File: src/rtl/fetch_defs.svh
`ifndef FETCH_DEFS_SVH
`define FETCH_DEFS_SVH

// first fetch address out of reset
`define FETCH_RESET_PC 32'h1eceb000

// packet slots in the fetch queue
`define FETCH_QUEUE_DEPTH 8

// direct-mapped lines of 32 bytes each
`define ICACHE_SETS 16

// 64-bit beats per 256-bit line
`define BMEM_BEATS 4

`endif

File: src/rtl/fetch_pkg.sv
package fetch_pkg;

    // one fetched instruction and the address it came from
    typedef struct packed {
        logic [31:0] pc;
        logic [31:0] inst;
    } fetch_pkt_t;

    // request from pc_gen to the icache
    typedef struct packed {
        logic        valid;
        logic [31:0] addr;  // word aligned byte address
    } fetch_req_t;

endpackage : fetch_pkg

File: src/rtl/fetch_queue.sv
`timescale 1ns/1ps
`include "fetch_defs.svh"

module fetch_queue
import fetch_pkg::*;
(
    input  logic       clk,
    input  logic       rst,

    input  logic       flush_i,

    input  logic       enq_i,
    input  fetch_pkt_t enq_pkt_i,

    input  logic       deq_i,

    output fetch_pkt_t head_o,
    output logic       empty_o,
    output logic       has_room_o
);

    localparam int DEPTH = `FETCH_QUEUE_DEPTH;
    localparam int PTR_W = $clog2(DEPTH);
    localparam int CNT_W = PTR_W + 1;

    fetch_pkt_t       mem [DEPTH];
    logic [PTR_W-1:0] head_q, tail_q;
    logic [CNT_W-1:0] count_q;
    logic             do_enq, do_deq;

    assign empty_o = (count_q == '0);
    assign do_enq  = enq_i && !flush_i && (count_q != CNT_W'(DEPTH));
    assign do_deq  = deq_i && !flush_i && !empty_o;

    // room left after this cycle's enqueue with no credit for a dequeue
    assign has_room_o = (count_q + CNT_W'(enq_i)) < CNT_W'(DEPTH);

    assign head_o = mem[head_q];

    always_ff @(posedge clk) begin
        if (do_enq) mem[tail_q] <= enq_pkt_i;
    end

    always_ff @(posedge clk) begin
        if (rst || flush_i) begin
            head_q  <= '0;
            tail_q  <= '0;
            count_q <= '0;
        end else begin
            if (do_enq) tail_q <= tail_q + 1'b1;
            if (do_deq) head_q <= head_q + 1'b1;
            if (do_enq && !do_deq) begin
                count_q <= count_q + 1'b1;
            end else if (do_deq && !do_enq) begin
                count_q <= count_q - 1'b1;
            end
        end
    end

endmodule : fetch_queue

File: config.mk
export PLATFORM = sky130hd
export DESIGN_NAME = fetch_queue
export DESIGN_NICKNAME = d
export VERILOG_FILES = /design/src/rtl/fetch_pkg.sv /design/src/rtl/fetch_queue.sv
export VERILOG_INCLUDE_DIRS = /design/src /design/src/rtl
export SDC_FILE = /design/constraint.sdc
export NUM_CORES = 1
export LEC_CHECK = 0
export BUFFER_PORTS_ARGS = -buffer_cell sky130_fd_sc_hd__buf_2
export CAP_MARGIN = 10
export CORE_MARGIN = 8
export CORE_UTILIZATION = 25
export DETAILED_ROUTE_END_ITERATION = 16
export GPL_TIMING_DRIVEN = 1
export PLACE_DENSITY_LB_ADDON = 0.15
export SYNTH_ARGS = -nofsm -noshare
export SYNTH_HDL_FRONTEND = slang
export SYNTH_SLANG_ARGS = --single-unit
File: constraint.sdc
create_clock -name clk -period 11.6 [get_ports clk]
set_input_delay 1.16 -clock clk [delete_from_list [all_inputs] [get_ports clk]]
set_output_delay 1.16 -clock clk [all_outputs]
set_load 0.05 [all_outputs]
==> results.json <==
{
  "status": "finished clean",
  "synth_seq_cells": 525,
  "nets": 1071,
  "postCtsResizedCells": 0,
  "grt_usage": 0.1033,
  "synthTopCellsByArea": "edfxtp_1 (77%), mux4_2 (14%), mux2_2 (3.6%)",
  "cts_max_path_buffers": 3,
  "drtIter0Drc": 567,
  "maxCapViolations": 0,
  "fmax_mhz": 206.0,
  "ys_seq_area_frac": 0.7860,
  "worst_setup_path_end_kind": "output pin",
  "clock_latency_ns": 0.59,
  "area_growth_pct": 19.36,
  "coreArea_um2": 78870,
  "grt_max_degree": 63,
  "wire_per_inst_um": 22.05,
  "path_max_fanout": 45,
  "grt_pass1_vias": 9924,
  "die_y_um": 298.1,
  "hold_path.class": "reg -> reg",
  "clockRootBuffer": "clkbuf_16",
  "yosysTopAreaCellShare": 0.7729,
  "clkSlewWorstSetupHoldPaths_ns": 0.06,
  "numCtsBuffers": 59,
  "num_vias": 8851,
  "yosys.area_share.simple": 0.008555,
  "ir_worst_vdd_mv": 0.1037,
  "setup_viol": 0,
  "pre_cts_slack_ns": 7.173,
  "post-cts-setup-buffer-count": 0,
  "fin_crit_sh": 0.4184,
  "dp_hpwl_um": 24060,
  "max_slew.worst_pin.slew_ns": 1.033,
  "cts_tree": "built",
  "drive_gt1_frac": 0.4268,
  "netlist_instances": 817,
  "cp.arrival_ns": 3.69,
  "synth_compound_area_frac": 0.003963,
  "fin_crit_ns": 4.854,
  "gp_congestion": 0.6502,
  "p_leak_nw": 7.325,
  "yosysTopAreaCell": "edfxtp_1",
  "grt_pass1_wl_um": 68500,
  "synth_top_family_by_area": "multiplexers",
  "drc": 0,
  "cts_hold_buf": 0,
  "vias_per_cell": 4.215,
  "power_density_nw_per_um2": 172.6,
  "finalWirelength_um": 46300,
  "finalSetupTns_ns": 0,
  "io_pins": 135,
  "synthAdderAreaFrac": 0.004151,
  "yosys_warnings": 0,
  "final_area_um2": 23740,
  "netlist_area_um2": 19890,
  "crit_required_ns": 10.44,
  "overflow": 0,
  "synth_fp_nets": 892,
  "htreeDepth": 2,
  "cp-start-kind": "register",
  "finalHoldViolCount": 0,
  "nFillCells": 7695,
  "core.rowCount": 103,
  "slew_headroom": 0.3113,
  "synth.distinct_cells": 30,
  "cts_sinks": 525,
  "synth_xor_area_frac": 0.002202,
  "start_util": 0.2522,
  "finClkSkew_ns": 0.01593,
  "antenna_found_initial": 10,
  "synth.avg_cell_area_um2": 24.35,
  "ant_nets": 0,
  "numPortBuffers": 134,
  "crit_type": "reg -> out",
  "dieArea_um2": 88850,
  "placed_cell_area_um2": 21860,
  "rsz0062_at_grt": "no",
  "die_w_um": 298.1,
  "finalMaxSlewViolations": 0,
  "muxShareOfSynthArea": 0.1827,
  "setup_slack_ns": 6.746,
  "dr.pass1.iters": 4
}
flip-flops by register name, indices dropped and copies added, names as in the netlist, named ones only:
| signal | flops |
|---|---|
| count_q | 4 |
| head_q | 3 |
| mem | 512 |
| tail_q | 3 |
final cells by class:
class | count | area (um2) | share of cell area
inverters | 2 | 7.507 | 0.0003162
clock buffers | 71 | 1564 | 0.06587
repair buffers | 155 | 828.3 | 0.03489
well taps | 1050 | 1314 | 0.05533
diodes | 5 | 12.51 | 0.0005270
flip-flops and latches | 525 | 15650 | 0.6590
clock inverters | 39 | 306.5 | 0.01291
multi-input cells | 253 | 4064 | 0.1712
final timing paths:
check | startpoint | end | slack [ns] | cells past startpoint
max | register | head_o[38] | 6.75 | 4
max reg2reg | count_q[0]$_SDFFE_PP0P_ | mem[7][20]$_DFFE_PP_ | 8.46 | 6
min reg2reg | tail_q[0]$_SDFFE_PP0P_ | tail_q[0]$_SDFFE_PP0P_ | 0.51 | 2
min | tail_q[0]$_SDFFE_PP0P_ | tail_q[0]$_SDFFE_PP0P_ | 0.51 | 2
metrics by stage:
step / hold slack (ns) / power [mW] / cells / utilization
6_report: 0.5131 / 4.099 / 2100 / 0.3010
5_1_grt: 0.5653 / 4.244 / 2095 / 0.3009
4_1_cts: 0.5091 / 4.167 / 2095 / 0.3009
3_5_place_dp: 0.4997 / 2.348 / 1985 / 0.2772
3_3_place_gp: 0.4922 / 2.346 / 1985 / 0.2772
2_1_floorplan: 0.4758 / 2.280 / 817 / -
metal layers:
layer | vias to the layer above | wire length [um] | GRT usage
met1 | 4751 | 20820 | 0.1353
li1 | 3853 | - | -
met2 | 171 | 22350 | 0.1697
met4 | 6 | 937 | 0.02925
met5 | - | 41 | 0
met3 | 70 | 2151 | 0.02524
power breakdown:
group / internal, mW / total, mW / switching, mW
clock: 1.06 / 1.80 / 0.734
sequential: 2.10 / 2.11 / 0.00947
combinational: 0.0671 / 0.195 / 0.128
critical path, cell delays in order, from the launching register on:
cell and delay (ns):
dfxtp_4 1.02, buf_4 0.85, mux4_2 0.61, mux2_2 0.30
buf_2 0.22
synthesized netlist by cell type:
master    number
or2_2          2
inv_1          2
nand2_1        3
xor2_1         3
mux2_2        64
nor4_1         1
nand2b_1       5
buf_4          2
a211oi_1       1
a21oi_1        4
dfxtp_1       13
and2_1         1
nand3_1        2
o41ai_2        1
ha_1           5
a211o_1        1
nand4_1        1
a21oi_2        1
xnor2_1        2
mux2i_1        3
buf_6         12
nor2_1        19
fa_1           1
buf_2          3
mux4_2       128
edfxtp_1     512
nor3_1         3
buf_1          9
a31o_2         2
clkbuf_1      11
cells in the final DEF, fill, tap and decap left out, types with 3 or more instances in the layout:
| cell type | instances |
|---|---|
| a21oi_1 | 4 |
| buf_2 | 134 |
| buf_4 | 21 |
| bufinv_16 | 5 |
| clkbuf_1 | 10 |
| clkbuf_16 | 61 |
| clkinv_1 | 18 |
| clkinv_2 | 13 |
| dfxtp_1 | 10 |
| dfxtp_4 | 3 |
| diode_2 | 5 |
| edfxtp_1 | 512 |
| ha_1 | 5 |
| mux2_2 | 64 |
| mux2i_1 | 3 |
| mux4_2 | 128 |
| nand2_1 | 3 |
| nand2b_1 | 5 |
| nor2_1 | 13 |
| nor2_4 | 6 |
| xor2_1 | 3 |
cells by family (layout without fill, tap and decap cells):
logic type               after synthesis  count (layout)
flip-flops                           525             525
multiplexers                         195             195
buffers and inverters                 39             267
AND/OR/NAND/NOR                       37              37
AO/OA/AOI/OAI                         10              10
adder cells (fa/ha/maj)                6               6
XOR/XNOR                               5               5
other                                  0               5
No activity file was read; power rests on OpenSTA's default activity.
