### src/rtl/fetch_defs.svh
`ifndef FETCH_DEFS_SVH
`define FETCH_DEFS_SVH

// first fetch address out of reset
`define FETCH_RESET_PC 32'h1eceb000

// packet slots in the fetch queue
`define FETCH_QUEUE_DEPTH 8

// direct-mapped lines of 32 bytes each
`define ICACHE_SETS 16

// 64-bit beats per 256-bit line
`define BMEM_BEATS 4

`endif

### src/rtl/fetch_pkg.sv
package fetch_pkg;

    // one fetched instruction and the address it came from
    typedef struct packed {
        logic [31:0] pc;
        logic [31:0] inst;
    } fetch_pkt_t;

    // request from pc_gen to the icache
    typedef struct packed {
        logic        valid;
        logic [31:0] addr;  // word aligned byte address
    } fetch_req_t;

endpackage : fetch_pkg

### src/rtl/icache.sv
`timescale 1ns/1ps
`include "fetch_defs.svh"

module icache
import fetch_pkg::*;
(
    input  logic         clk,
    input  logic         rst,

    input  fetch_req_t   req_i,
    output logic         resp_o,
    output fetch_pkt_t   pkt_o,

    output logic [31:0]  bmem_addr_o,
    output logic         bmem_read_o,
    input  logic         bmem_ready_i,

    input  logic [255:0] line_i,
    input  logic         line_valid_i
);

    localparam int IDX_W = $clog2(`ICACHE_SETS);
    localparam int TAG_W = 32 - IDX_W - 5;

    typedef enum logic [2:0] {
        S_IDLE,
        S_COMPARE,
        S_ISSUE,
        S_FILL,
        S_RESPOND
    } state_t;

    state_t state_q, state_d;

    logic [TAG_W-1:0]        tag_arr  [`ICACHE_SETS];
    logic [255:0]            data_arr [`ICACHE_SETS];
    logic [`ICACHE_SETS-1:0] valid_q;

    logic [31:0]      addr_q;   // address of the request being served
    logic [IDX_W-1:0] idx;
    logic [TAG_W-1:0] tag;
    logic [2:0]       word_sel;
    logic [255:0]     line_rd;
    logic             hit;
    logic             fill;
    logic             accept;

    assign idx      = addr_q[5 +: IDX_W];
    assign tag      = addr_q[31 -: TAG_W];
    assign word_sel = addr_q[4:2];
    assign line_rd  = data_arr[idx];
    assign hit      = valid_q[idx] && (tag_arr[idx] == tag);
    assign fill     = (state_q == S_FILL) && line_valid_i;

    assign resp_o     = ((state_q == S_COMPARE) && hit) || (state_q == S_RESPOND);
    assign pkt_o.pc   = addr_q;
    assign pkt_o.inst = line_rd[{word_sel, 5'b0} +: 32];

    // a new request may arrive in the same cycle as a response
    assign accept = req_i.valid && ((state_q == S_IDLE) || resp_o);

    assign bmem_addr_o = {addr_q[31:5], 5'b0};
    assign bmem_read_o = (state_q == S_ISSUE) && bmem_ready_i;

    always_comb begin
        state_d = state_q;
        case (state_q)
            S_IDLE: begin
                if (req_i.valid) state_d = S_COMPARE;
            end
            S_COMPARE: begin
                if (!hit) begin
                    state_d = S_ISSUE;
                end else if (!req_i.valid) begin
                    state_d = S_IDLE;
                end
            end
            S_ISSUE: begin
                if (bmem_ready_i) state_d = S_FILL;   // read pulse goes out here
            end
            S_FILL: begin
                if (line_valid_i) state_d = S_RESPOND;
            end
            S_RESPOND: begin
                state_d = req_i.valid ? S_COMPARE : S_IDLE;
            end
            default: state_d = S_IDLE;
        endcase
    end

    always_ff @(posedge clk) begin
        if (rst) begin
            state_q <= S_IDLE;
            valid_q <= '0;
        end else begin
            state_q <= state_d;
            if (fill) valid_q[idx] <= 1'b1;
        end
    end

    always_ff @(posedge clk) begin
        if (accept) begin
            addr_q <= req_i.addr;
        end
        if (fill) begin
            tag_arr[idx]  <= tag;
            data_arr[idx] <= line_i;
        end
    end

endmodule : icache

### config.mk
export PLATFORM = sky130hd
export DESIGN_NAME = icache
export DESIGN_NICKNAME = d
export VERILOG_FILES = /design/src/rtl/fetch_pkg.sv /design/src/rtl/icache.sv
export VERILOG_INCLUDE_DIRS = /design/src /design/src/rtl
export SDC_FILE = /design/constraint.sdc
export NUM_CORES = 2
export LEC_CHECK = 0
export ABC_AREA = 0
export BUFFER_PORTS_ARGS = -buffer_cell sky130_fd_sc_hd__clkbuf_2
export CAP_MARGIN = 20
export CELL_PAD_IN_SITES_DETAIL_PLACEMENT = 1
export CELL_PAD_IN_SITES_GLOBAL_PLACEMENT = 2
export CORE_UTILIZATION = 55
export CTS_CLUSTER_DIAMETER = 150
export DETAILED_ROUTE_END_ITERATION = 12
export MAX_ROUTING_LAYER = met4
export PLACE_DENSITY = 0.85
export SLEW_MARGIN = 30
export SYNTH_ARGS = -nofsm -noshare
export SYNTH_HDL_FRONTEND = slang
export SYNTH_MEMORY_MAX_BITS = 65536
export SYNTH_SLANG_ARGS = --single-unit
### constraint.sdc
create_clock -name clk -period 60.7 [get_ports clk]
set_input_delay 3.035 -clock clk [delete_from_list [all_inputs] [get_ports clk]]
set_output_delay 3.035 -clock clk [all_outputs]
set_load 0.02 [all_outputs]
==> run_results.csv <==
group,metric,value,unit
status,status,"completed",
worst_setup_path,reg2reg_from,"state_q[0]",
global_routing,grt_antenna_before_repair,158,
route,drt_wl_total,521000,um
sta,maxSlewHeadroom,0.0377,
placed_design,place_congestion,0.792,
global_routing,grt_use_total,0.317,
sta,rsz0062_at_grt,"false",
worst_setup_path,crit_type,"reg -> out",
logic_synthesis,synth_top_area_frac,0.784,
sta,worstMarginPinSlew,1.44,ns
sta,slew_viol_final,0,
worst_setup_path,rr_worst_depth,9,
cts,cts_buffer_depth,4,
worst_setup_path,worstSetupStartpointType,"flip-flop",
worst_setup_path,worst-r2r-setup-slack,54.30,ns
sta,setup_ws,48.91,ns
cts,cts_resized,0,
route,wl_met3,69500,um
cts,cts_setup_buffers,0,
route,post_drt_wl_per_cell,43.0,um
cts,cts_tree,"done",
placed_design,postPlaceCellArea,179000,um^2
placed_design,dp_hpwl,254000,um
floorplanning,rows,205,
final_layout,n_fill_cell,24500,
logic_synthesis,synth_seq_cells,4519,
final_layout,layout_common_cells,"edfxtp_1 (4496), mux4_2 (1412), clkbuf_16 (443), clkbuf_2 (385), buf_4 (131)",
sta,hold_ws,0.478,ns
route,met2WireLength,249000,um
floorplanning,die-area,315000,um^2
worst_setup_path,cp.arrival,8.75,ns
logic_synthesis,synth_edf_count,4496,
cts,clk_latency,0.99,ns
sta,tns,0,ns
logic_synthesis,synthCells,6752,
floorplanning,core,312000,um^2
cts,cts_buffers,436,
placed_design,port_buffers,385,
logic_synthesis,ys_types,68,
power_and_ir_drop,p_leak,60.2,nW
cts,clk_pin_slew,0.06,ns
placed_design,dp_worst_setup_slack,48.93,ns
floorplanning,die-width,561,um
route,first_iter_violations,15500,
worst_setup_path,end_kind,"output port",
final_layout,final_common_cell,"edfxtp_1",
final_layout,nets,7657,
global_routing,grt_pass1_wl,675000,um
route,vias,85200,
route,ant_nets,0,
route,drcViolationCount,0,
floorplanning,io_pins,391,
logic_synthesis,avgSynthCellArea,25.5,um^2
worst_setup_path,timing.rr.end,"data_arr[4][121]",
route,highest_layer,"met4",
worst_hold_path,worstHoldPathType,"reg -> reg",
sta,max_freq,84.8,MHz
worst_hold_path,whs_path_depth,2,
worst_setup_path,critical_path.max_fanout,49,
sta,period_needed,11.79,ns
worst_setup_path,worstPathRequired,57.67,ns
sta,setup_viol,0,
global_routing,grt_max_degree,107,
logic_synthesis,syn_area,172000,um^2
sta,hold_violations,0,
logic_synthesis,yosys_warnings,0,
logic_synthesis,synthArstFlopShare,0,
cts,clock-sinks,4519,
route,vias_per_cell,7.03,
final_layout,drive_gt1_frac,0.344,
logic_synthesis,yosys.area.top_type,"edfxtp_1",
logic_synthesis,ys.flop_type,"edfxtp_1",
logic_synthesis,ys_seq_area_frac,0.787,
cts,cts-root-buf,"clkbuf_16",
route,wl_met1,179000,um
route,first_pass_iters,6,
cts,cts_hold_buf,0,
final_layout,stdcell_count,12100,
final_layout,stdcell_area,194000,um^2
sta,finClkSkew,0.0671,ns
final_layout,syn_to_final_growth,12.7,%
floorplanning,start_util,0.552,
power_and_ir_drop,ir_drop,0.0000257,V
worst_hold_path,min_to,"valid_q[8]",
job,drv_cap,0,
worst_hold_path,min_from,"valid_q[8]",
placed_design,place_inst,11100,
power_and_ir_drop,power_per_cell_area,36.1,nW/um^2
global_routing,grt.overflow.total,0,
global_routing,grt_pass1_vias,85100,
logic_synthesis,synth_area_leaders,"edfxtp_1 (78%), mux4_2 (18%), mux2i_1 (0.47%)",
sta,post-route-period-util,0.194,
floorplanning,die_h,561,um
cts,cts_max_level,5,
-- cell type report --
type                       instances  area (um^2)  area share
clock buffer                     526        11400      0.0588
inverter                           7         26.3    0.000135
tap                             4140         5180      0.0267
clock inverter                   275         2680      0.0138
timing repair buffer             552         3570      0.0184
antenna                          247          618     0.00318
multi-input combinational       1848        35100       0.181
sequential                      4519       135000       0.698
-- metal layers --
layer / up-vias / global-route usage
li1: 31100 / -
met1: 45300 / 0.430
met2: 7854 / 0.483
met3: 1024 / 0.0680
met4: 0 / 0.110
met5: - / -
-- synth_stat cells, drive strengths merged, types with 4 or more instances --
cell type  count
dfxtp         23
mux2          36
clkbuf       168
mux2i         81
a21oi         12
nor3          11
a31oi          6
o211ai         6
nand3b         4
buf          214
o21ba          4
nor2b          5
o21ai         10
xor2          20
xnor2         13
nand2         40
edfxtp      4496
inv            7
and3           5
mux4        1412
nand2b        12
nor2          63
nand3         10
nor3b          5
nor4           5
a22oi         23
a221oi         4
or3            4
-- metrics by stage --
| stage | util | power (mW) |
|---|---|---|
| 3_3_place_gp | 0.575 | 4.22 |
| 4_1_cts | 0.621 | 6.95 |
| 2_1_floorplan | - | 3.98 |
| 3_5_place_dp | 0.575 | 4.24 |
| 6_report | 0.623 | 7.01 |
| 5_1_grt | 0.623 | 7.12 |
-- state kept, by name, indices dropped and copies added (netlist names), named ones only --
name,flops
tag_arr,368
addr_q,32
valid_q,16
state_q,3
data_arr,4096
-- worst max-delay path by stage --
stage	endpoint
2_1_floorplan	data_arr[0][0]
3_3_place_gp	pkt_o[2]
3_5_place_dp	pkt_o[2]
4_1_cts	pkt_o[4]
5_1_grt	pkt_o[4]
6_report	pkt_o[2]
-- kinds of logic after synthesis --
logic type | share of synthesized area
DFF | 0.787
muxes | 0.192
buffers and inverters | 0.00995
and+or+nand+nor | 0.00532
AOI/OAI and AO/OA | 0.00428
xor gates and xnor gates | 0.00168
other | 0.0000218
-- worst max-delay path: stages, from the launching register on --
cell and delay (ns):
dfxtp_4 0.63, buf_16 0.29, buf_6 0.60, buf_6 0.66
buf_4 0.86, buf_4 0.57, buf_16 0.32, buf_6 0.60
buf_4 0.45, buf_16 0.30, mux4_2 0.56, mux4_2 0.47
mux4_2 0.65, mux2_2 0.44, clkbuf_2 0.21
-- power by group --
part / total (mW) / internal (mW) / switching (mW)
clock: 2.80 / 1.53 / 1.26
combinational: 0.763 / 0.325 / 0.438
sequential: 3.45 / 3.44 / 0.0168
Note: power is estimated with default switching activity, not from simulation.
