`src/rtl/fetch_defs.svh`:
```
`ifndef FETCH_DEFS_SVH
`define FETCH_DEFS_SVH

// first fetch address out of reset
`define FETCH_RESET_PC 32'h1eceb000

// packet slots in the fetch queue
`define FETCH_QUEUE_DEPTH 8

// direct-mapped lines of 32 bytes each
`define ICACHE_SETS 16

// 64-bit beats per 256-bit line
`define BMEM_BEATS 4

`endif

```
`src/rtl/cacheline_adapter.sv`:
```
`timescale 1ns/1ps
`include "fetch_defs.svh"

module cacheline_adapter (
    input  logic         clk,
    input  logic         rst,

    input  logic [63:0]  bmem_rdata_i,
    input  logic         bmem_rvalid_i,

    output logic [255:0] line_o,
    output logic         line_valid_o
);

    localparam int BEAT_W = $clog2(`BMEM_BEATS);

    logic [255:0]      line_q;
    logic [BEAT_W-1:0] beat_q;
    logic              last_beat;

    assign last_beat = bmem_rvalid_i && (beat_q == BEAT_W'(`BMEM_BEATS - 1));

    // first beat ends up in the low bits of the line
    always_ff @(posedge clk) begin
        if (bmem_rvalid_i) begin
            line_q <= {bmem_rdata_i, line_q[255:64]};
        end
    end

    always_ff @(posedge clk) begin
        if (rst) begin
            beat_q       <= '0;
            line_valid_o <= 1'b0;
        end else begin
            line_valid_o <= last_beat;  // one cycle after the final beat
            if (last_beat) begin
                beat_q <= '0;
            end else if (bmem_rvalid_i) begin
                beat_q <= beat_q + 1'b1;
            end
        end
    end

    assign line_o = line_q;

endmodule : cacheline_adapter

```
`config.mk`:
```
export PLATFORM = sky130hd
export DESIGN_NAME = cacheline_adapter
export DESIGN_NICKNAME = d
export VERILOG_FILES = /design/src/rtl/cacheline_adapter.sv
export VERILOG_INCLUDE_DIRS = /design/src /design/src/rtl
export SDC_FILE = /design/constraint.sdc
export NUM_CORES = 1
export LEC_CHECK = 0
export ABC_AREA = 1
export BUFFER_PORTS_ARGS = -buffer_cell sky130_fd_sc_hd__buf_2
export CAP_MARGIN = 10
export CORE_AREA = 2 2 125 127
export CTS_BUF_LIST = sky130_fd_sc_hd__clkbuf_8
export DETAILED_ROUTE_END_ITERATION = 16
export DIE_AREA = 0 0 127 129
export GPL_TIMING_DRIVEN = 0
export PLACE_DENSITY = 0.84
export SYNTH_ARGS = -nofsm -noshare
export SYNTH_HDL_FRONTEND = slang
export SYNTH_SLANG_ARGS = --single-unit
```
`constraint.sdc`:
```
create_clock -name clk -period 2.2 [get_ports clk]
set_input_delay 0.33 -clock clk [delete_from_list [all_inputs] [get_ports clk]]
set_output_delay 0.33 -clock clk [all_outputs]
set_load 0.005 [all_outputs]
```
==> results.yml, run 1 <==
status:
  status: "finished clean"
floorplan:
  dieWidth_um: 127
  core_area_mm2: 0.0150
  std_cell_rows: 45
  boundaryPins: 324
  fp.dieH_um: 129
  initial_utilization_pct: 52.2
  die-area_mm2: 0.0164
power:
  p_sw_share_pct: 21.5
  switching_power_mw: 2.19
  pwr-share-comb_pct: 6.2
  intPower_mw: 7.99
  vdd_ir_drop_max_mv: 0.742
  power.density_mw_per_mm2: 921
  p_seq_share_pct: 58.7
  p_leak_nw: 4.56
  clkPwrFrac_pct: 35.2
critical_path:
  cp_common_cell: "nand2_1"
  cp.arrival_ns: 1.92
  path_max_fanout: 131
  cpPeakStageDelay_ns: 0.61
  cp-startpoint: "bmem_rvalid_i"
  critPathLaunchType: "primary input"
  required_ns: 2.61
  cp_cell_sequence: "buf_8 > buf_16 > nand2_1 > nand2_1 > nor2_1"
  r2r_start: "beat_q[0]"
  path_class: "primary input to flip-flop"
  worstSetupEndpointType: "flip-flop"
  cp_slowest_cell: "buf_8"
  critPathBufInv: 2
  crit_family: "buffers and inverters"
synthesis:
  netlist_area_mm2: 0.00781
  synth_common_cells: "256 x edfxtp_1, 6 x nand2_1, 3 x dfxtp_1"
  ys.flop_type: "edfxtp_1"
  syn_avg_cell_area_um2: 28.6
  synth-async-reset-ratio_pct: 0
  synth_top_area_cell: "edfxtp_1"
  postSynthCellCount: 273
  syn_nets: 341
  synth_enable_flop_cells: 256
  synth_area_leaders: "edfxtp_1 98%, dfxtp_1 0.77%, nand2_1 0.29%"
  ys_ff_latch: 259
  synth_top_cell_area_share_pct: 98.4
  synthMostInstantiatedCell: "edfxtp_1"
  yosysSeqAreaShare_pct: 99.2
  synth_warnings: 0
  yosysUniqueCellTypes: 9
drt:
  wl_per_cell_um: 18.7
  via_per_inst: 4.71
  antenna_left: 0
  vias: 4342
  drc_errors: 0
  wirelength_mm: 17.3
  first_pass_iters: 5
  drt_iter0_drc: 294
global_routing:
  first_global_vias: 4572
  grtUsageTotal_pct: 20.3
  grt_overflow: 0
  grt_max_degree: 132
  grt_antenna_before_repair: 0
  grt_pass1_wl_mm: 24.8
final_layout:
  drive_gt1_share_pct: 50.9
  fill_cells: 860
  instances_no_fill: 921
  multiInputGateArea_um2: 53.8
  diodes: 0
  syn_to_final_growth_pct: 41.6
  register_area_mm2: 0.00775
  fin_nets: 771
sta:
  finalMaxSlewViolations: 0
  skew_ns: 0.0250
  hold_viol: 0
  worst_pin_slew_ns: 0.986
  setup_slack_ns: 0.685
  fmax_ghz: 0.660
  whs_ns: 0.0508
  fin_crit_ns: 1.52
  setup_viol: 0
  grt_setup_unrepaired: "false"
  maxSlewHeadroom_pct: 34.3
  post-route-period-util_pct: 68.9
place:
  hpwl_mm: 10.4
  io_buffers: 323
  placedCellCount: 785
  gp_congestion: 0.738
  dp_slack_ns: 0.136
cts:
  h-tree-depth: 2
  cts-root-buf: "clkbuf_8"
  clock_path_buffers: 3
  cts_tree: "yes"
  postCtsSetupRepairBufs: 0
  cts_resized: 0
  cts.clk_slew.worst_paths_ns: 0.06
  cts_num_sinks: 259
  cts_inserted_buffers: 40
  clk_latency_ns: 0.52
hold_path:
  hp-start: "bmem_rdata_i[0]"
  hp-class: "primary input to flip-flop"
flow_run:
  maxCapViolCount: 0
==> final timing paths <==
check	slack [ns]	cells after the start	end
max	0.68	5	beat_q[0]
min	0.05	1	line_o[192]
max reg2reg	1.29	4	beat_q[0]
min reg2reg	0.44	0	line_o[158]
==> flip-flops by register name (all words and copies together), names as in the netlist <==
name	cells
line_valid_o	1
beat_q	2
line_o	256
==> layer usage <==
layer	share of wire (%)	up-vias	track usage, %
met3	9.2	35	7.73
met4	2.4	0	8.79
met5	0	-	0
met1	34	2088	21.8
li1	-	1968	-
met2	54	251	36.0
==> metrics by stage <==
stage	utilization, %	setup TNS (ns)	total power, mW	instance area [um2]
after floorplan	-	0	6.09	7810
after global placement	64.5	-594.39	6.57	9660
after detailed placement	64.8	0	6.60	9700
after CTS	73.9	0	10.2	11100
after global routing	73.9	0	10.6	11100
final	73.9	0	10.2	11100
==> worst reg2reg max path, stage by stage, from the launching register on <==
cell and delay (ns):
dfxtp_1 0.33, ha_1 0.21, nand2_1 0.09, nand2_1 0.09
nor2_1 0.13
==> final cells by class <==
type                            count  area share, %
Clock buffer                       41           5.10
Inverter                            3          0.102
Multi-Input combinational cell     11          0.486
Timing Repair Buffer              388           20.7
Sequential cell                   259           70.0
Clock inverter                     31           1.39
Tap cell                          188           2.13
==> layout by cell type, fill, tap and decap left out <==
cell type      synthesis  routed
bufinv_16              0       1
inv_1                  2      22
clkinvlp_4             0       2
nand2_2                1       1
buf_16                 0       1
edfxtp_1             256     256
ha_1                   1       1
clkbuf_8               0      41
clkinv_2               0       3
clkinv_1               0       5
buf_2                  0     322
inv_2                  1       1
dfxtp_1                3       3
buf_8                  0       1
nor2_1                 2       2
dlygate4sd3_1          0      64
a21oi_1                1       1
nand2_1                6       6
==> cells by family (layout without fill, tap and decap cells) <==
| family | count (synthesis) | in the layout | share of synthesized area, % |
|---|---|---|---|
| buffers and inverters | 3 | 463 | 0.144 |
| flip-flops | 259 | 259 | 99.2 |
| AND/OR/NAND/NOR | 9 | 9 | 0.465 |
| adder cells (fa/ha/maj) | 1 | 1 | 0.160 |
| AO/OA/AOI/OAI | 1 | 1 | 0.0640 |
==> power by group through the flow <==
stage | clock [mW] | sequential [mW] | combinational (mW)
floorplan | 0 | 6.08 | 0.00796
global placement | 0 | 6.06 | 0.511
detailed placement | 0 | 6.07 | 0.529
CTS | 3.64 | 5.97 | 0.623
global route | 3.89 | 6.01 | 0.677
finish | 3.58 | 5.97 | 0.628
==> what timing repair did <==
item / CTS / global route
hold buffers: 64 / 0
hold endpoints to repair: 64 / 0
setup endpoints to repair: 0 / 0
Power figures use the tool's default switching activity.
==> inputs of run 2 (changes only) <==
--- a/config.mk
+++ b/config.mk
@@ -6,15 +6,15 @@
 export SDC_FILE = /design/constraint.sdc
 export NUM_CORES = 1
 export LEC_CHECK = 0
-export ABC_AREA = 1
+export ABC_AREA = 0
 export BUFFER_PORTS_ARGS = -buffer_cell sky130_fd_sc_hd__buf_2
 export CAP_MARGIN = 10
-export CORE_AREA = 2 2 125 127
+export CORE_AREA = 2 2 130 132
 export CTS_BUF_LIST = sky130_fd_sc_hd__clkbuf_8
 export DETAILED_ROUTE_END_ITERATION = 16
-export DIE_AREA = 0 0 127 129
+export DIE_AREA = 0 0 132 134
 export GPL_TIMING_DRIVEN = 0
-export PLACE_DENSITY = 0.84
+export PLACE_DENSITY = 0.78
 export SYNTH_ARGS = -nofsm -noshare
 export SYNTH_HDL_FRONTEND = slang
 export SYNTH_SLANG_ARGS = --single-unit
==> constraint.sdc (replaced) <==
create_clock -name clk -period 1.55 [get_ports clk]
set_input_delay 0.2325 -clock clk [delete_from_list [all_inputs] [get_ports clk]]
set_output_delay 0.2325 -clock clk [all_outputs]
set_load 0.005 [all_outputs]
==> run 2 against run 1 <==
Effect of this change: hold slack gained 0.27 ns; clock skew shrank 0.0034 ns; worst setup slack lost 0.53 ns; die area grew 8.0%; count of clock-buffer cells in the layout is the same; sequential cell count is the same; sequential share of layout area is essentially flat; critical path depth shrank 3; non-clock buffer count grew 1; critical path type unchanged; largest cell class unchanged.
==> results.yml, run 2 <==
power:
  power.density_mw_per_mm2: 1280
  p_sw_share_pct: 21.3
  vdd_ir_drop_max_mv: 0.871
  p_leak_nw: 4.49
  pwr-share-comb_pct: 6.2
  switching_power_mw: 3.02
  clkPwrFrac_pct: 33.9
  intPower_mw: 11.1
  p_seq_share_pct: 59.9
final_layout:
  fin_nets: 766
  post-route-util_pct: 67.9
  fill_cells: 1029
  largest_reg_flops: 256
  drive_gt1_share_pct: 51.3
  layout_common_cells: "322 x buf_2, 256 x edfxtp_1, 65 x dlygate4sd3_1, 41 x clkbuf_8, 11 x clkinv_1"
  register_area_mm2: 0.00775
  syn_to_final_growth_pct: 41.6
  design_area_mm2: 0.0111
  multiInputGateArea_um2: 60.1
  instances_no_fill: 941
  final_common_cell: "buf_2"
  diodes: 0
global_routing:
  first_global_vias: 4595
  busiest_layer: "met2"
  grt_overflow: 0
  grt_max_degree: 136
  grtUsageTotal_pct: 18.7
  grt_use_met2_pct: 33.5
  grt_pass1_wl_mm: 25.2
  grt_antenna_before_repair: 0
  met1_usage_pct: 19.9
  grtUsageMet3_pct: 6.92
sta:
  skew_ns: 0.0216
  finalSetupTns_ns: 0
  setup_slack_ns: 0.158
  fin_crit_ns: 1.39
  grt_setup_unrepaired: "false"
  finalMaxSlewViolations: 0
  hold_viol: 0
  maxSlewHeadroom_pct: 34.1
  setup_viol: 0
  worst_pin_slew_ns: 0.989
  fmax_ghz: 0.719
  post-route-period-util_pct: 89.8
place:
  io_buffers: 323
  dp_slack_ns: -0.385
  hpwl_mm: 10.8
  place_area_mm2: 0.00974
  placedCellCount: 811
  gp_congestion: 0.801
cts:
  cts.clk_slew.worst_paths_ns: 0.05
  clk_latency_ns: 0.51
  cts_num_sinks: 259
  postCtsSetupRepairBufs: 0
  clock_path_buffers: 3
  cts-root-buf: "clkbuf_8"
  cts_inserted_buffers: 40
  cts_tree: "yes"
  cts_resized: 0
  h-tree-depth: 2
floorplan:
  dieWidth_um: 132
  core_area_mm2: 0.0163
  die-area_mm2: 0.0177
  std_cell_rows: 47
  initial_utilization_pct: 47.9
  boundaryPins: 324
  fp.dieH_um: 134
critical_path:
  cp-startpoint: "bmem_rvalid_i"
  path_class: "primary input to flip-flop"
  cp_cell_sequence: "buf_8 > buf_16"
  critPathBufInv: 2
  worstSetupEndpointType: "flip-flop"
  required_ns: 1.67
  cp_slowest_cell: "buf_8"
  cpPeakStageDelay_ns: 0.62
  crit_family: "buffers and inverters"
  path_max_fanout: 135
  r2r_start: "beat_q[0]"
  cp.arrival_ns: 1.51
  critPathLaunchType: "primary input"
synthesis:
  synth-async-reset-ratio_pct: 0
  synth_top_area_cell: "edfxtp_1"
  ys_ff_latch: 259
  synth_top_cell_area_share_pct: 98.5
  synth_common_cells: "256 x edfxtp_1, 3 x dfxtp_1, 2 x a21oi_1, 2 x nand2b_1"
  postSynthCellCount: 267
  ys.flop_type: "edfxtp_1"
  yosysSeqAreaShare_pct: 99.2
  yosysUniqueCellTypes: 8
  synthMostInstantiatedCell: "edfxtp_1"
  syn_avg_cell_area_um2: 29.2
  syn_nets: 335
  synth_warnings: 0
  netlist_area_mm2: 0.00781
  synth_area_leaders: "edfxtp_1 98%, dfxtp_1 0.77%, ha_1 0.16%"
  synth_enable_flop_cells: 256
hold_path:
  hp-class: "primary input to flip-flop"
  hp-start: "bmem_rvalid_i"
flow_run:
  maxCapViolCount: 0
drt:
  vias: 4332
  wirelength_mm: 17.1
  drt_iter0_drc: 309
  via_per_inst: 4.60
  wl_per_cell_um: 18.1
  drc_errors: 0
  antenna_left: 0
  first_pass_iters: 4
status:
  status: "finished clean"
run 2: cell count changes in the layout (fill, tap and decap cells not counted), moves of 2 or more:
cell / delta
clkinv_1: +6
inv_1: -14
nand2_1: -6
nand2b_1: +2
nor2_1: -2
run 2: area by class of cell:
cell class | instances | area share, %
multi-input combinational | 8 | 0.543
timing repair buffer | 389 | 20.9
clock inverter | 24 | 0.917
tap | 220 | 2.49
clock buffer | 41 | 5.11
sequential | 259 | 70.1
run 2: path summary, 6_finish.rpt:
kind         slack, ns          end  cells past startpoint
max reg2reg       0.37    beat_q[0]                      3
min               0.32  line_o[214]                      1
max               0.16  line_o[165]                      2
min reg2reg       0.43   line_o[94]                      0
run 2: through the flow:
| step | power, mW | hold slack, ns |
|---|---|---|
| 2_1_floorplan | 8.64 | 0.302 |
| 3_3_place_gp | 9.35 | 0.410 |
| 3_5_place_dp | 9.37 | 0.411 |
| 4_1_cts | 14.3 | 0.340 |
| 5_1_grt | 14.7 | 0.370 |
| 6_report | 14.2 | 0.317 |
run 2: logic make-up (layout without fill, tap and decap cells):
kind of cell / after synthesis / in the layout / share of synthesized area, %
buf+inv: 0 / 454 / 0
simple gates: 5 / 5 / 0.481
compound gates: 2 / 2 / 0.128
flops: 259 / 259 / 99.2
fa+ha+maj: 1 / 1 / 0.160
run 2: timing repair:
item,in CTS,in global routing
endpoints found under the setup margin,0,0
hold endpoints to repair,66,0
hold buffers,65,0
run 2: power by group through the flow:
stage                     registers, mW  clock network [mW]  logic (mW)
after floorplan                    8.63                   0     0.00859
after global placement             8.62                   0       0.729
after detailed placement           8.62                   0       0.754
after CTS                          8.48                4.95       0.883
after global routing               8.53                5.24       0.950
final                              8.48                4.80       0.883
run 2: routing by layer:
metal / vias up / routed length [um]
met3: 33 / 1560
met5: - / 0
met4: 0 / 409
met2: 250 / 9050
met1: 2096 / 6060
li1: 1953 / -
==> inputs of run 3 (changes only) <==
--- a/config.mk
+++ b/config.mk
@@ -9,12 +9,12 @@
 export ABC_AREA = 0
 export BUFFER_PORTS_ARGS = -buffer_cell sky130_fd_sc_hd__buf_2
 export CAP_MARGIN = 10
-export CORE_AREA = 2 2 130 132
+export CORE_AREA = 2 2 153 155
 export CTS_BUF_LIST = sky130_fd_sc_hd__clkbuf_8
 export DETAILED_ROUTE_END_ITERATION = 16
-export DIE_AREA = 0 0 132 134
+export DIE_AREA = 0 0 155 157
 export GPL_TIMING_DRIVEN = 0
-export PLACE_DENSITY = 0.78
+export PLACE_DENSITY = 0.59
 export SYNTH_ARGS = -nofsm -noshare
 export SYNTH_HDL_FRONTEND = slang
 export SYNTH_SLANG_ARGS = --single-unit
==> run 3 against run 2 <==
Effect of this change: cell count increased by 8.5%; die area increased by 38%; largest power group unchanged; core utilization decreased by 17 points; clock skew decreased by 0.0091 ns; largest cell class unchanged; clock power increased by 27%; critical path depth decreased by 1; sequential share of layout area decreased by 2.3 points; power increased by 9.1%; non-clock buffer count increased by 3; global-route usage decreased by 5.1 points; hold slack got worse by 0.20 ns; count of clock-buffer cells in the layout increased by 4.
==> results.yml, run 3 (synthesized netlist as in run 2, its figures left out) <==
critical_path:
  path_max_fanout: 2
  cp_slowest_cell: "edfxtp_1"
  crit_family: "flip-flops"
  worstSetupEndpointType: "output port"
  critPathLaunchType: "flip-flop"
  path_class: "flip-flop to output port"
  required_ns: 1.32
  critPathBufInv: 1
  cpPeakStageDelay_ns: 0.44
  cp_cell_sequence: "buf_2"
  cp.arrival_ns: 1.13
global_routing:
  grt_antenna_before_repair: 0
  grt_overflow: 0
  grt_max_degree: 101
  grtUsageTotal_pct: 13.6
  grt_pass1_wl_mm: 25.5
  first_global_vias: 4657
cts:
  clk_latency_ns: 0.53
  clock_path_buffers: 3
  postCtsSetupRepairBufs: 0
  h-tree-depth: 2
  cts.clk_slew.worst_paths_ns: 0.06
  cts_inserted_buffers: 44
  cts-root-buf: "clkbuf_8"
  cts_num_sinks: 259
  cts_tree: "yes"
  cts_resized: 0
drt:
  wl_per_cell_um: 17.3
  vias: 4402
  drt_iter0_drc: 211
  wirelength_mm: 17.6
  first_pass_iters: 5
  via_per_inst: 4.31
  drc_errors: 0
  antenna_left: 0
place:
  dp_slack_ns: -0.636
  hpwl_mm: 10.9
  io_buffers: 323
  gp_congestion: 0.742
  place_area_mm2: 0.00985
final_layout:
  design_area_mm2: 0.0114
  final_common_cell: "buf_2"
  drive_gt1_share_pct: 51.6
  layout_common_cells: "322 x buf_2, 256 x edfxtp_1, 65 x dlygate4sd3_1, 45 x clkbuf_8, 14 x inv_1"
  largest_reg_flops: 256
  post-route-util_pct: 50.8
  diodes: 0
  fin_nets: 773
  fill_cells: 1847
  syn_to_final_growth_pct: 46.4
hold_path:
  hp-class: "primary input to flip-flop"
sta:
  setup_viol: 0
  grt_setup_unrepaired: "false"
  setup_slack_ns: 0.190
  fmax_ghz: 0.735
  post-route-period-util_pct: 87.7
  fin_crit_ns: 1.36
  maxSlewHeadroom_pct: 73.8
  skew_ns: 0.0125
  hold_viol: 0
  finalSetupTns_ns: 0
  finalMaxSlewViolations: 0
  worst_pin_slew_ns: 0.393
floorplan:
  boundaryPins: 324
  die-area_mm2: 0.0243
  fp.dieH_um: 157
  std_cell_rows: 55
  dieWidth_um: 155
  core_area_mm2: 0.0225
  initial_utilization_pct: 34.7
power:
  clkPwrFrac_pct: 39.4
  pwr-share-comb_pct: 5.9
  finalPower_mw: 15.5
  p_sw_share_pct: 20.8
  power.density_mw_per_mm2: 1350
  p_leak_nw: 4.66
  p_seq_share_pct: 54.7
  vdd_ir_drop_max_mv: 0.676
  switching_power_mw: 3.21
  intPower_mw: 12.2
status:
  status: "finished clean"
flow_run:
  maxCapViolCount: 0
run 3: stage by stage:
step                hold slack, ns  std cells
finish                       0.115       1021
floorplan                    0.302        267
global route                0.0937       1021
CTS                         0.0702       1020
detailed placement           0.411        877
global placement             0.409        875
run 3: routing by layer:
metal  global-route usage [%]  part of all wire [%]  vias to the layer above
li1                         -                     -                     1975
met1                     14.8                    37                     2112
met2                     22.8                    49                      267
met3                     5.97                   9.9                       48
met4                     6.75                   3.5                        0
met5                        0                     0                        -
run 3: worst reg2reg max path: cells and delay by family, from the launching register on:
| family | cells | cell delay, ns |
|---|---|---|
| flops | 1 | 0.33 |
| compound gates | 1 | 0.15 |
| fa+ha+maj | 1 | 0.23 |
| simple gates | 1 | 0.35 |
run 3: area by class of cell:
cell class / count / area [um2] / share of cell area (%)
Clock buffer: 45 / 619 / 5.42
Clock inverter: 32 / 255 / 2.23
Multi-Input combinational cell: 8 / 60.1 / 0.526
Sequential cell: 259 / 7750 / 67.8
Tap cell: 285 / 357 / 3.12
Timing Repair Buffer: 392 / 2390 / 20.9
run 3: final timing paths:
path                               startpoint     endpoint  depth (start not counted)  slack (ns)
worst min-delay path            bmem_rvalid_i  line_o[137]                          1        0.11
worst max-delay path              line_o[131]  line_o[131]                          1        0.19
worst min register to register     line_o[67]    line_o[3]                          0        0.44
worst max register to register      beat_q[0]    beat_q[0]                          3        0.43
run 3: power by group through the flow:
stage               registers, mW  clock network, mW  logic, mW
floorplan                    8.63                  0    0.00859
global placement             8.63                  0      0.747
detailed placement           8.61                  0      0.772
CTS                          8.47               6.34      0.917
global route                 8.52               6.61      0.988
finish                       8.46               6.08      0.915
run 3: what timing repair did:
| action | in CTS | in global routing |
|---|---|---|
| endpoints found under the hold margin | 67 | 0 |
| pin swaps | 0 | 0 |
| endpoints found under the setup margin | 1 | 1 |
| cloned | 1 | 1 |
| hold buffers | 65 | 0 |
