**config.mk**
```make
export PLATFORM = sky130hd
export DESIGN_NAME = pc_gen
export DESIGN_NICKNAME = d
export VERILOG_FILES = /design/src/rtl/fetch_pkg.sv /design/src/rtl/pc_gen.sv
export VERILOG_INCLUDE_DIRS = /design/src /design/src/rtl
export SDC_FILE = /design/constraint.sdc
export NUM_CORES = 1
export LEC_CHECK = 0
export BUFFER_PORTS_ARGS = -buffer_cell sky130_fd_sc_hd__buf_2
export CAP_MARGIN = 15
export CORE_MARGIN = 2
export CORE_UTILIZATION = 49
export DETAILED_ROUTE_END_ITERATION = 10
export GPL_TIMING_DRIVEN = 1
export MAX_ROUTING_LAYER = met4
export PLACE_DENSITY = 0.87
export SYNTH_ARGS = -nofsm -noshare
export SYNTH_HDL_FRONTEND = slang
export SYNTH_SLANG_ARGS = --single-unit
```
**constraint.sdc**
```tcl
create_clock -name clk -period 2 [get_ports clk]
set_input_delay 0.4 -clock clk [delete_from_list [all_inputs] [get_ports clk]]
set_output_delay 0.4 -clock clk [all_outputs]
set_load 0.03 [all_outputs]
```
**src/rtl/fetch_defs.svh**
```systemverilog
`ifndef FETCH_DEFS_SVH
`define FETCH_DEFS_SVH

// first fetch address out of reset
`define FETCH_RESET_PC 32'h1eceb000

// packet slots in the fetch queue
`define FETCH_QUEUE_DEPTH 8

// direct-mapped lines of 32 bytes each
`define ICACHE_SETS 16

// 64-bit beats per 256-bit line
`define BMEM_BEATS 4

`endif

```
**src/rtl/fetch_pkg.sv**
```systemverilog
package fetch_pkg;

    // one fetched instruction and the address it came from
    typedef struct packed {
        logic [31:0] pc;
        logic [31:0] inst;
    } fetch_pkt_t;

    // request from pc_gen to the icache
    typedef struct packed {
        logic        valid;
        logic [31:0] addr;  // word aligned byte address
    } fetch_req_t;

endpackage : fetch_pkg

```
**src/rtl/pc_gen.sv**
```systemverilog
`timescale 1ns/1ps
`include "fetch_defs.svh"

module pc_gen
import fetch_pkg::*;
(
    input  logic        clk,
    input  logic        rst,

    input  logic        redirect_i,
    input  logic [31:0] redirect_pc_i,

    input  logic        resp_i,
    input  logic        has_room_i,

    output fetch_req_t  req_o,
    output logic        enq_o
);

    logic [31:0] pc_q;      // next address to fetch
    logic        pending_q; // a request is in the icache
    logic        stale_q;   // the pending request predates a redirect
    logic        issue;

    // at most one request in flight and the next one may leave with the previous resp
    assign issue = !redirect_i && (!pending_q || resp_i) && has_room_i;

    assign req_o.valid = issue;
    assign req_o.addr  = pc_q;

    // responses from before a redirect never reach the queue
    assign enq_o = resp_i && !stale_q && !redirect_i;

    always_ff @(posedge clk) begin
        if (rst) begin
            pc_q      <= `FETCH_RESET_PC;
            pending_q <= 1'b0;
            stale_q   <= 1'b0;
        end else begin
            if (redirect_i) begin
                pc_q <= redirect_pc_i;
            end else if (issue) begin
                pc_q <= pc_q + 32'd4;   // sequential fetch
            end

            if (issue) begin
                pending_q <= 1'b1;
            end else if (resp_i) begin
                pending_q <= 1'b0;
            end

            if (redirect_i && pending_q && !resp_i) begin
                stale_q <= 1'b1;    // drop the result of the miss still running
            end else if (resp_i) begin
                stale_q <= 1'b0;
            end
        end
    end

endmodule : pc_gen

```
==> impl_metrics.ini, run 1 <==
[setup_path]
critPathMaxFanout = 7
start_kind = flop
critPathCaptureType = flop
worst_ep_required_time_ns = 2.18
critPathKind = flop to flop
crit_arrival_ns = 2.08

[sta]
min_period_ns = 1.90
hold_violations = 0
slew_headroom_pct = 69.9
hold_slack_ns = 0.293
worst_pin_slew_ns = 0.447
fin_setup_tns_ns = 0
finalSetupViolCount = 0
rsz0062_at_grt = no
final_max_slew_viol_count = 0
period_share_pct = 94.9
finClkSkew_ns = 0.00399
fmax_mhz = 527

[synth]
synth_cell_type_count = 39
netlist_area_um2 = 1880
synthFlopType = dfxtp_1
ys_warn_count = 0
synth_top_area_share_pct = 36.1
async_flop_share_pct = 0
syn_inst = 239
synth_top_area_cell = dfxtp_1
synth-seq-area-share_pct = 36.1
synth_seq_cells = 34
synth_edf_count = 0
synth.area.top_cells = dfxtp_1 36%, xnor2_1 7.4%, nor4_1 5.3%, a211oi_1 4.8%, nand2_1 4.8%
syn_area_per_cell_um2 = 7.88
syn_nets = 277

[run]
max_cap_viol_count = 0

[routing]
first_iter_violations = 139
wl_per_cell_um = 14.1
vias = 2028
wl_mm = 5.06
antenna_left = 0
drc_errors = 0
firstDrtPassIters = 4
via_per_inst = 5.63

[cts]
clockBufferDepth = 2
clock_sinks = 34
hold_buffers = 0
htree_levels = 2
clk_latency_ns = 0.29
postCtsResizedCells = 0
post_cts_buffers = 0
cts-root-buf = clkbuf_8
cts_tree = built
path_clk_slew_ns = 0.07
cts_made_buffers = 5

[pwr]
p_leak_uw = 0.00101
peakVddDrop_mv = 0.470
powerDensity_nw_per_um2 = 684

[floorplan]
io-pin-count = 71
die_h_um = 66.0
core_area_um2 = 3690
die_w_um = 66.0
initial_core_util_pct = 51.1
dieArea_um2 = 4360
row_count = 22

[placement]
portBuffers = 70
finalWeightedCongestion = 0.852
place_hpwl_mm = 3.67

[final_layout]
layout.nets = 349
antennaDiodeCount = 0
drive_gt1_share_pct = 32.1
area_delta_synth_final_pct = 27.5

[status]
status = finished, final reports clean

[global_routing]
grt_usage_pct = 25.2
grt_start_max_net_pins = 24
grt_pass1_vias = 1848
grt_pass1_wl_mm = 8.31
grt_overflow = 0
antenna_found_initial = 0

[worst_hold_path]
hold_path_class = input pin to flop
==> metal layers <==
| layer | up-vias | part of all wire (%) | GRT usage, % | wire, um |
|---|---|---|---|---|
| li1 | 1013 | - | - | - |
| met1 | 932 | 45 | 32.6 | 2270 |
| met2 | 76 | 47 | 39.4 | 2360 |
| met3 | 7 | 7.7 | 6.81 | 391 |
| met4 | 0 | 0.87 | 6.63 | 44 |
| met5 | - | 0 | - | 0 |
==> worst paths after layout <==
kind | start | end | slack, ns | depth (start not counted)
hold / removal | resp_i | stale_q | 0.29 | 2
setup / recovery | pc_q[12] | pc_q[31] | 0.10 | 5
setup reg to reg | pc_q[12] | pc_q[31] | 0.10 | 5
hold reg to reg | pc_q[0] | pc_q[0] | 0.50 | 2
==> state kept, by name, indices dropped and copies added, names as in the netlist <==
| signal | cells |
|---|---|
| stale_q | 1 |
| pending_q | 1 |
| pc_q | 32 |
==> power by group <==
| part | internal, uW | leakage, uW | switching, uW |
|---|---|---|---|
| sequential | 723 | 0.000284 | 47.6 |
| clock | 278 | 0.0000482 | 254 |
| combinational | 127 | 0.000682 | 213 |
==> synthesized netlist by cell type (2+ instances only) <==
| cell | count |
|---|---|
| buf_4 | 2 |
| nor3_1 | 16 |
| and4_1 | 4 |
| a211oi_1 | 12 |
| xnor2_1 | 16 |
| nor2_1 | 23 |
| nand4_1 | 8 |
| a311oi_1 | 2 |
| a21oi_1 | 11 |
| or3_1 | 3 |
| and2_1 | 2 |
| buf_1 | 3 |
| nand3_1 | 9 |
| clkbuf_1 | 10 |
| o21ai_0 | 5 |
| nor4_1 | 16 |
| o211ai_1 | 3 |
| nand2_1 | 24 |
| dfxtp_1 | 34 |
| inv_1 | 8 |
| or4_1 | 2 |
| nand2b_1 | 2 |
| mux2i_1 | 3 |
| xor2_1 | 2 |
| and3_1 | 5 |
==> logic make-up after synthesis <==
kind of cell / count (synthesis) / synth area share, %
AOI/OAI and AO/OA: 38 / 13.3
xor gates and xnor gates: 18 / 8.37
adders and majority gates: 1 / 0.664
buffers and inverters: 25 / 5.84
DFF: 34 / 36.1
muxes: 3 / 1.59
and+or+nand+nor: 120 / 34.1
==> area by class of cell <==
class	count	area [um^2]
multi-input combinational	180	1090
sequential	34	687
timing repair buffer	82	440
fill	333	1290
tap	48	60.1
clock inverter	1	5.00
inverter	8	30.0
clock buffer	7	86.3
==> cells in the final DEF (no fill, tap or decap), drive strengths merged <==
cell     n
clkbuf   7
or3      4
a31oi    1
a31o     1
nor3    16
mux2i    3
nand2   25
clkinv   1
nor2    23
nor4    16
a21oi   11
o21a     1
nor3b    1
or2      1
nand3    9
o31a     1
xnor2   16
o21ai    5
dfxtp   34
ha       1
a311oi   2
and3     5
or4      2
xor2     2
and2     3
a211oi  12
and4     4
o311a    1
inv      8
nand2b   2
o211ai   3
buf     82
nand4    9
==> per-stage QoR <==
stage | setup WS, ns | total power (uW) | area [um^2] | instances | util, %
detailed placement | 0.161 | 1120 | 2310 | 352 | 62.7
global placement | 0.195 | 1120 | 2310 | 352 | 62.7
floorplan | 0.00547 | 1000 | 1890 | 239 | -
finish | 0.102 | 1640 | 2400 | 360 | 65.1
global route | 0.0276 | 1710 | 2400 | 360 | 65.1
CTS | 0.136 | 1640 | 2400 | 360 | 65.1
==> worst max-delay path: stages (launching register included) <==
cell and delay [ns]:
dfxtp_1 0.41, and4_1 0.29, nand2_1 0.16, or3_4 0.38
o31a_1 0.28, o311a_1 0.27
No activity file was read; power rests on OpenSTA's default activity.
==> run 2, diff against run 1 <==
--- a/config.mk
+++ b/config.mk
@@ -6,10 +6,11 @@
 export SDC_FILE = /design/constraint.sdc
 export NUM_CORES = 1
 export LEC_CHECK = 0
+export ABC_AREA = 1
 export BUFFER_PORTS_ARGS = -buffer_cell sky130_fd_sc_hd__buf_2
 export CAP_MARGIN = 15
 export CORE_MARGIN = 2
-export CORE_UTILIZATION = 49
+export CORE_UTILIZATION = 51
 export DETAILED_ROUTE_END_ITERATION = 10
 export GPL_TIMING_DRIVEN = 1
 export MAX_ROUTING_LAYER = met4
==> run 2 against run 1 <==
  * Worst setup slack improved by 0.24 ns
  * Clock power fell by 8.7%
  * Combinational power increased by 22%
  * First-iteration DRC count increased by 17%
  * Cell count increased by 36%
  * Global-route usage is 1.7 points higher
  * Cell area increased by 13%
  * Largest power group unchanged
==> impl_metrics.ini, run 2 <==
[routing]
via_per_inst = 5.29
vias = 2599
antenna_left = 0
wl_per_cell_um = 12.5
drc_errors = 0
wl_mm = 6.15
firstDrtPassIters = 4
first_iter_violations = 162

[synth]
synth-seq-area-share_pct = 30.5
synthFlopType = dfxtp_1
synth_top_area_cell = dfxtp_1
syn_area_per_cell_um2 = 6.04
synth_cell_type_count = 31
synth.area.top_cells = dfxtp_1 31%, nand2_1 19%, nor2_1 10%, nand3_1 5.8%, a21oi_1 5.4%
netlist_area_um2 = 2230
synth_top_cells_by_count = 113 x nand2_1, 61 x nor2_1, 34 x dfxtp_1
syn_inst = 369
synth_edf_count = 0
ys_warn_count = 0
synth_seq_cells = 34
synth_top_area_share_pct = 30.5
syn_nets = 407
async_flop_share_pct = 0
synthMostInstantiatedCell = nand2_1

[cts]
clk_latency_ns = 0.29
cts_tree = built
post_cts_buffers = 0
postCtsResizedCells = 0
clock_sinks = 34
clockBufferDepth = 2
cts-root-buf = clkbuf_8
path_clk_slew_ns = 0.07
htree_levels = 2
hold_buffers = 0
cts_made_buffers = 5

[run]
max_cap_viol_count = 0

[global_routing]
grt_usage_pct = 26.9
globalRouteMet1Util_pct = 31.7
grt.busiest_layer = met2
antenna_found_initial = 0
gr-usage-met3_pct = 5.05
grt_pass1_vias = 2429
grt_pass1_wl_mm = 10.4
grt_overflow = 0
grt_start_max_net_pins = 28
grt.met2_usage_pct = 44.7

[setup_path]
rr_startpoint = pc_q[2]
cpMaxStageDelayCell = dfxtp_1
crit_chain = ha_1, nand2_1, nor2_1, nand2_2, nor2_4, nand2_2, o21ai_1, nand3_1, nand2_1, nand2_1
r2r_end = pc_q[26]
reg2regPathDepth = 10
crit_path_frequent_cell = nand2_1
critPathKind = flop to flop
start_kind = flop
crit_arrival_ns = 1.85
regToRegSetupSlack_ns = 0.34
critPathMaxFanout = 5
critPathCaptureType = flop
max_stage_delay_ns = 0.40
worst_ep_required_time_ns = 2.19

[placement]
place_hpwl_mm = 4.72
dp_slack_ns = 0.358
portBuffers = 70
finalWeightedCongestion = 0.939

[floorplan]
dieArea_um2 = 4910
die_w_um = 70.1
core_area_um2 = 4290
die_h_um = 70.1
row_count = 24
io-pin-count = 71
initial_core_util_pct = 51.9

[final_layout]
area_delta_synth_final_pct = 21.3
largest_register = pc_q
layout.nets = 477
antennaDiodeCount = 0
final_common_cell = nand2_1
drive_gt1_share_pct = 22.3
fillerInstances = 400
final_cell_mix = 113 x nand2_1, 70 x buf_2, 61 x nor2_1, 34 x dfxtp_1, 29 x inv_1
largest_reg_flops = 32
reg_top3 = pc_q (32), pending_q (1), stale_q (1)

[pwr]
powerDensity_nw_per_um2 = 627
p_leak_uw = 0.00126
finalPower_uw = 1690
peakVddDrop_mv = 0.420

[sta]
final_max_slew_viol_count = 0
period_share_pct = 83.1
finalSetupViolCount = 0
min_period_ns = 1.66
rsz0062_at_grt = no
fin_setup_tns_ns = 0
finClkSkew_ns = 0.00409
fmax_mhz = 602
slew_headroom_pct = 71.2
worst_pin_slew_ns = 0.432
layout_setup_ws_ns = 0.339
hold_violations = 0

[worst_hold_path]
min_to = pc_q[1]
hold_depth = 3
hold_path_class = input pin to flop
hold_path_startpoint = redirect_pc_i[1]

[status]
status = finished, final reports clean
## run 2: cell count changes after synthesis, sizes merged, moves of 9 or more
cell and change:
nand3 +17, nand2 +93, nor2 +45, xnor2 -9, nor4 -16, o21ai +16, inv +24, nor3 -12
a211oi -12, a21oi +13
## run 2: cells by family (layout without fill, tap and decap cells)
group                    Yosys count  count (layout)  synth area share, %
flip-flops                        34              34                 30.5
XOR/XNOR                          12              12                 4.72
AND/OR/NAND/NOR                  221             221                 42.5
adder cells (fa/ha/maj)            1               1                0.561
buffers and inverters             46             116                 8.37
AO/OA/AOI/OAI                     55              55                 13.3
## run 2: worst max path at each step
stage                from        to  cells past startpoint
4_1_cts           pc_q[2]  pc_q[16]                     12
6_report          pc_q[2]  pc_q[26]                     10
3_5_place_dp      pc_q[2]  pc_q[16]                     12
3_3_place_gp      pc_q[2]  pc_q[26]                     10
5_1_grt           pc_q[2]  pc_q[26]                     10
2_1_floorplan  redirect_i     enq_o                      3
## run 2: report_power, final
group	switching (uW)	internal [uW]	leakage, uW	total [uW]
registers	67.0	727	0.000282	794
logic	272	144	0.000936	416
clock network	246	240	0.0000383	485
total	585	1110	0.00126	1690
## run 2: routing by layer
layer,up-vias,wire length (um),part of all wire [%]
li1,1320,-,-
met1,1152,2650,43
met2,116,2960,48
met3,11,448,7.3
met4,0,87,1.4
met5,-,0,0
## run 2: area by class of cell
| type | count | area, um^2 | area share, % |
|---|---|---|---|
| Clock buffer | 7 | 76.3 | 2.82 |
| Sequential cell | 34 | 681 | 25.2 |
| Timing Repair Buffer | 76 | 395 | 14.6 |
| Tap cell | 52 | 65.1 | 2.41 |
| Inverter | 33 | 124 | 4.58 |
| Multi-Input combinational cell | 289 | 1360 | 50.4 |
## run 2: worst max-delay path, delay by kind of cell, from the launching register on
family | cells | cell delay, ns
AND/OR/NAND/NOR | 8 | 0.77
AO/OA/AOI/OAI | 1 | 0.15
adder cells (fa/ha/maj) | 1 | 0.25
flip-flops | 1 | 0.40
## run 2: stage by stage
stage          hold slack, ns  util (%)  area (um^2)  cells
6_report                0.331      62.9         2700    491
3_5_place_dp            0.514      61.2         2630    484
2_1_floorplan           0.524         -         2230    369
5_1_grt                 0.343      62.9         2700    491
4_1_cts                 0.329      62.9         2700    491
3_3_place_gp            0.489      61.2         2630    484
==> run 3, diff against run 2 <==
--- a/config.mk
+++ b/config.mk
@@ -10,11 +10,11 @@
 export BUFFER_PORTS_ARGS = -buffer_cell sky130_fd_sc_hd__buf_2
 export CAP_MARGIN = 15
 export CORE_MARGIN = 2
-export CORE_UTILIZATION = 51
+export CORE_UTILIZATION = 46
 export DETAILED_ROUTE_END_ITERATION = 10
 export GPL_TIMING_DRIVEN = 1
 export MAX_ROUTING_LAYER = met4
-export PLACE_DENSITY = 0.87
+export PLACE_DENSITY = 0.83
 export SYNTH_ARGS = -nofsm -noshare
 export SYNTH_HDL_FRONTEND = slang
 export SYNTH_SLANG_ARGS = --single-unit
==> constraint.sdc (replaced) <==
create_clock -name clk -period 1.5 [get_ports clk]
set_input_delay 0.3 -clock clk [delete_from_list [all_inputs] [get_ports clk]]
set_output_delay 0.3 -clock clk [all_outputs]
set_load 0.03 [all_outputs]
==> run 3 against run 2 <==
  * Sequential share of layout area shrank 2.4 points
  * Largest power group unchanged
  * Global-route usage rose by 0.84 points
  * Cell count up 5.5%
  * Clock skew up 0.0073 ns
  * Sequential power up 34%
  * Worst setup slack lost 0.30 ns
  * Critical path depth is 1 lower
  * First-iteration DRC count grew 80%
==> impl_metrics.ini, run 3 (same netlist as run 2, synthesis figures left out) <==
[status]
status = finished, final reports clean

[sta]
final_max_slew_viol_count = 0
hold_violations = 0
worst_pin_slew_ns = 0.430
finalSetupViolCount = 0
min_period_ns = 1.46
finClkSkew_ns = 0.0114
fmax_mhz = 684
period_share_pct = 97.5
fin_setup_tns_ns = 0
rsz0062_at_grt = yes
slew_headroom_pct = 71.3

[setup_path]
worstPathBufferInverterCount = 1
crit_path_frequent_cell = nand2_1
cp_top_family = simple AND/OR/NAND/NOR gates
cpMaxStageDelayCell = dfxtp_4
crit_arrival_ns = 1.63
critPathCaptureType = flop
start_kind = flop
worst_ep_required_time_ns = 1.67
reg2regPathDepth = 9
crit_chain = ha_4, buf_4, nand3_1, nor2_2, nand2_1, nand2_1, nand2_1, a21oi_1, nor2_1
cp_num_cells = 9
critPathMaxFanout = 4
max_stage_delay_ns = 0.37
critPathKind = flop to flop

[pwr]
peakVddDrop_mv = 0.495
powerDensity_nw_per_um2 = 876
finalPower_uw = 2710
p_leak_uw = 0.00143

[final_layout]
final_common_cell = nand2_1
area_delta_synth_final_pct = 38.7
largest_register = pc_q
layout.nets = 501
antennaDiodeCount = 0
reg_top3 = pc_q (32), pending_q (1), stale_q (1)
fillerInstances = 430
drive_gt1_share_pct = 35.8
largest_reg_flops = 32
design_area_um2 = 3090
final_cell_mix = 108 x nand2_1, 69 x buf_2, 45 x nor2_1, 30 x buf_4, 29 x inv_1

[global_routing]
grt_usage_pct = 27.8
grt_pass1_wl_mm = 11.4
grt_pass1_vias = 2529
antenna_found_initial = 0
grt_overflow = 0
grt_start_max_net_pins = 28

[cts]
path_clk_slew_ns = 0.08
clockBufferDepth = 2
cts-root-buf = clkbuf_8
clock_sinks = 34
cts_made_buffers = 5
cts_tree = built
hold_buffers = 0
htree_levels = 2
clk_latency_ns = 0.30

[routing]
wl_mm = 6.93
wl_per_cell_um = 13.4
via_per_inst = 5.27
firstDrtPassIters = 4
vias = 2729
drc_errors = 0
antenna_left = 0
first_iter_violations = 291

[worst_hold_path]
hold_path_class = input pin to flop
hold_depth = 3

[floorplan]
die_w_um = 73.6
io-pin-count = 71
dieArea_um2 = 5420
die_h_um = 73.6
initial_core_util_pct = 47.5
core_area_um2 = 4690
row_count = 25

[placement]
place_hpwl_mm = 5.08
portBuffers = 70
placed_cell_area_um2 = 2790
finalWeightedCongestion = 0.932

[run]
max_cap_viol_count = 0
[run 3: cell count changes in the layout (fill, tap and decap cells not counted), sizes merged]
cell / previous run / this run
buf: 76 / 100
bufinv: 0 / 1
[run 3: timing repair]
action / 4_1_cts / 5_1_grt
setup endpoints to repair: 4 / 20
pin swaps: 6 / 10
setup buffers: 5 / 2
resized for setup: 4 / 37
cloned: 0 / 0
[run 3: worst reg2reg max path: stages, from the launching register on]
cell,delay [ns]
dfxtp_4,0.37
ha_4,0.13
buf_4,0.12
nand3_1,0.18
nor2_2,0.19
nand2_1,0.08
nand2_1,0.05
nand2_1,0.04
a21oi_1,0.12
nor2_1,0.05
[run 3: metal layers]
metal  track usage, %  part of all wire, %  vias to the layer above  routed length (um)
met5                -                    0                        -                   0
met4             13.3                  2.8                        0                 193
met3             5.76                  6.0                       24                 414
met2             46.2                   50                      110                3450
met1             31.6                   41                     1236                2870
li1                 -                    -                     1359                   -
[run 3: path summary, 6_finish.rpt]
path,slack [ns],from,end
worst max-delay path,0.04,pc_q[2],pc_q[30]
worst min-delay path,0.22,redirect_pc_i[0],pc_q[0]
worst max register to register,0.04,pc_q[2],pc_q[30]
worst min register to register,0.51,pc_q[0],pc_q[0]
[run 3: final cells by class]
class,instances,area (um^2),share of cell area (%)
Sequential cell,34,706,22.8
Inverter,33,124,4.01
Tap cell,54,67.6,2.19
Timing Repair Buffer,100,591,19.1
Clock inverter,1,30.0,0.971
Multi-Input combinational cell,289,1470,47.4
Clock buffer,7,108,3.48
[run 3: where the power goes]
| group | internal (uW) | leakage (uW) | switching, uW |
|---|---|---|---|
| Combinational | 240 | 0.00108 | 401 |
| Clock | 642 | 0.0000696 | 366 |
| Sequential | 974 | 0.000284 | 84.8 |
| Total | 1860 | 0.00143 | 852 |
[run 3: stage by stage]
stage | instances | hold WS (ns) | utilization, % | worst slack, ns
6_report | 518 | 0.222 | 65.9 | 0.0374
5_1_grt | 518 | 0.235 | 65.9 | -0.0576
3_3_place_gp | 503 | 0.488 | 59.5 | 0.0170
2_1_floorplan | 369 | 0.426 | - | -0.00951
4_1_cts | 516 | 0.221 | 63.6 | 0.00000222
3_5_place_dp | 503 | 0.494 | 59.5 | -0.0685
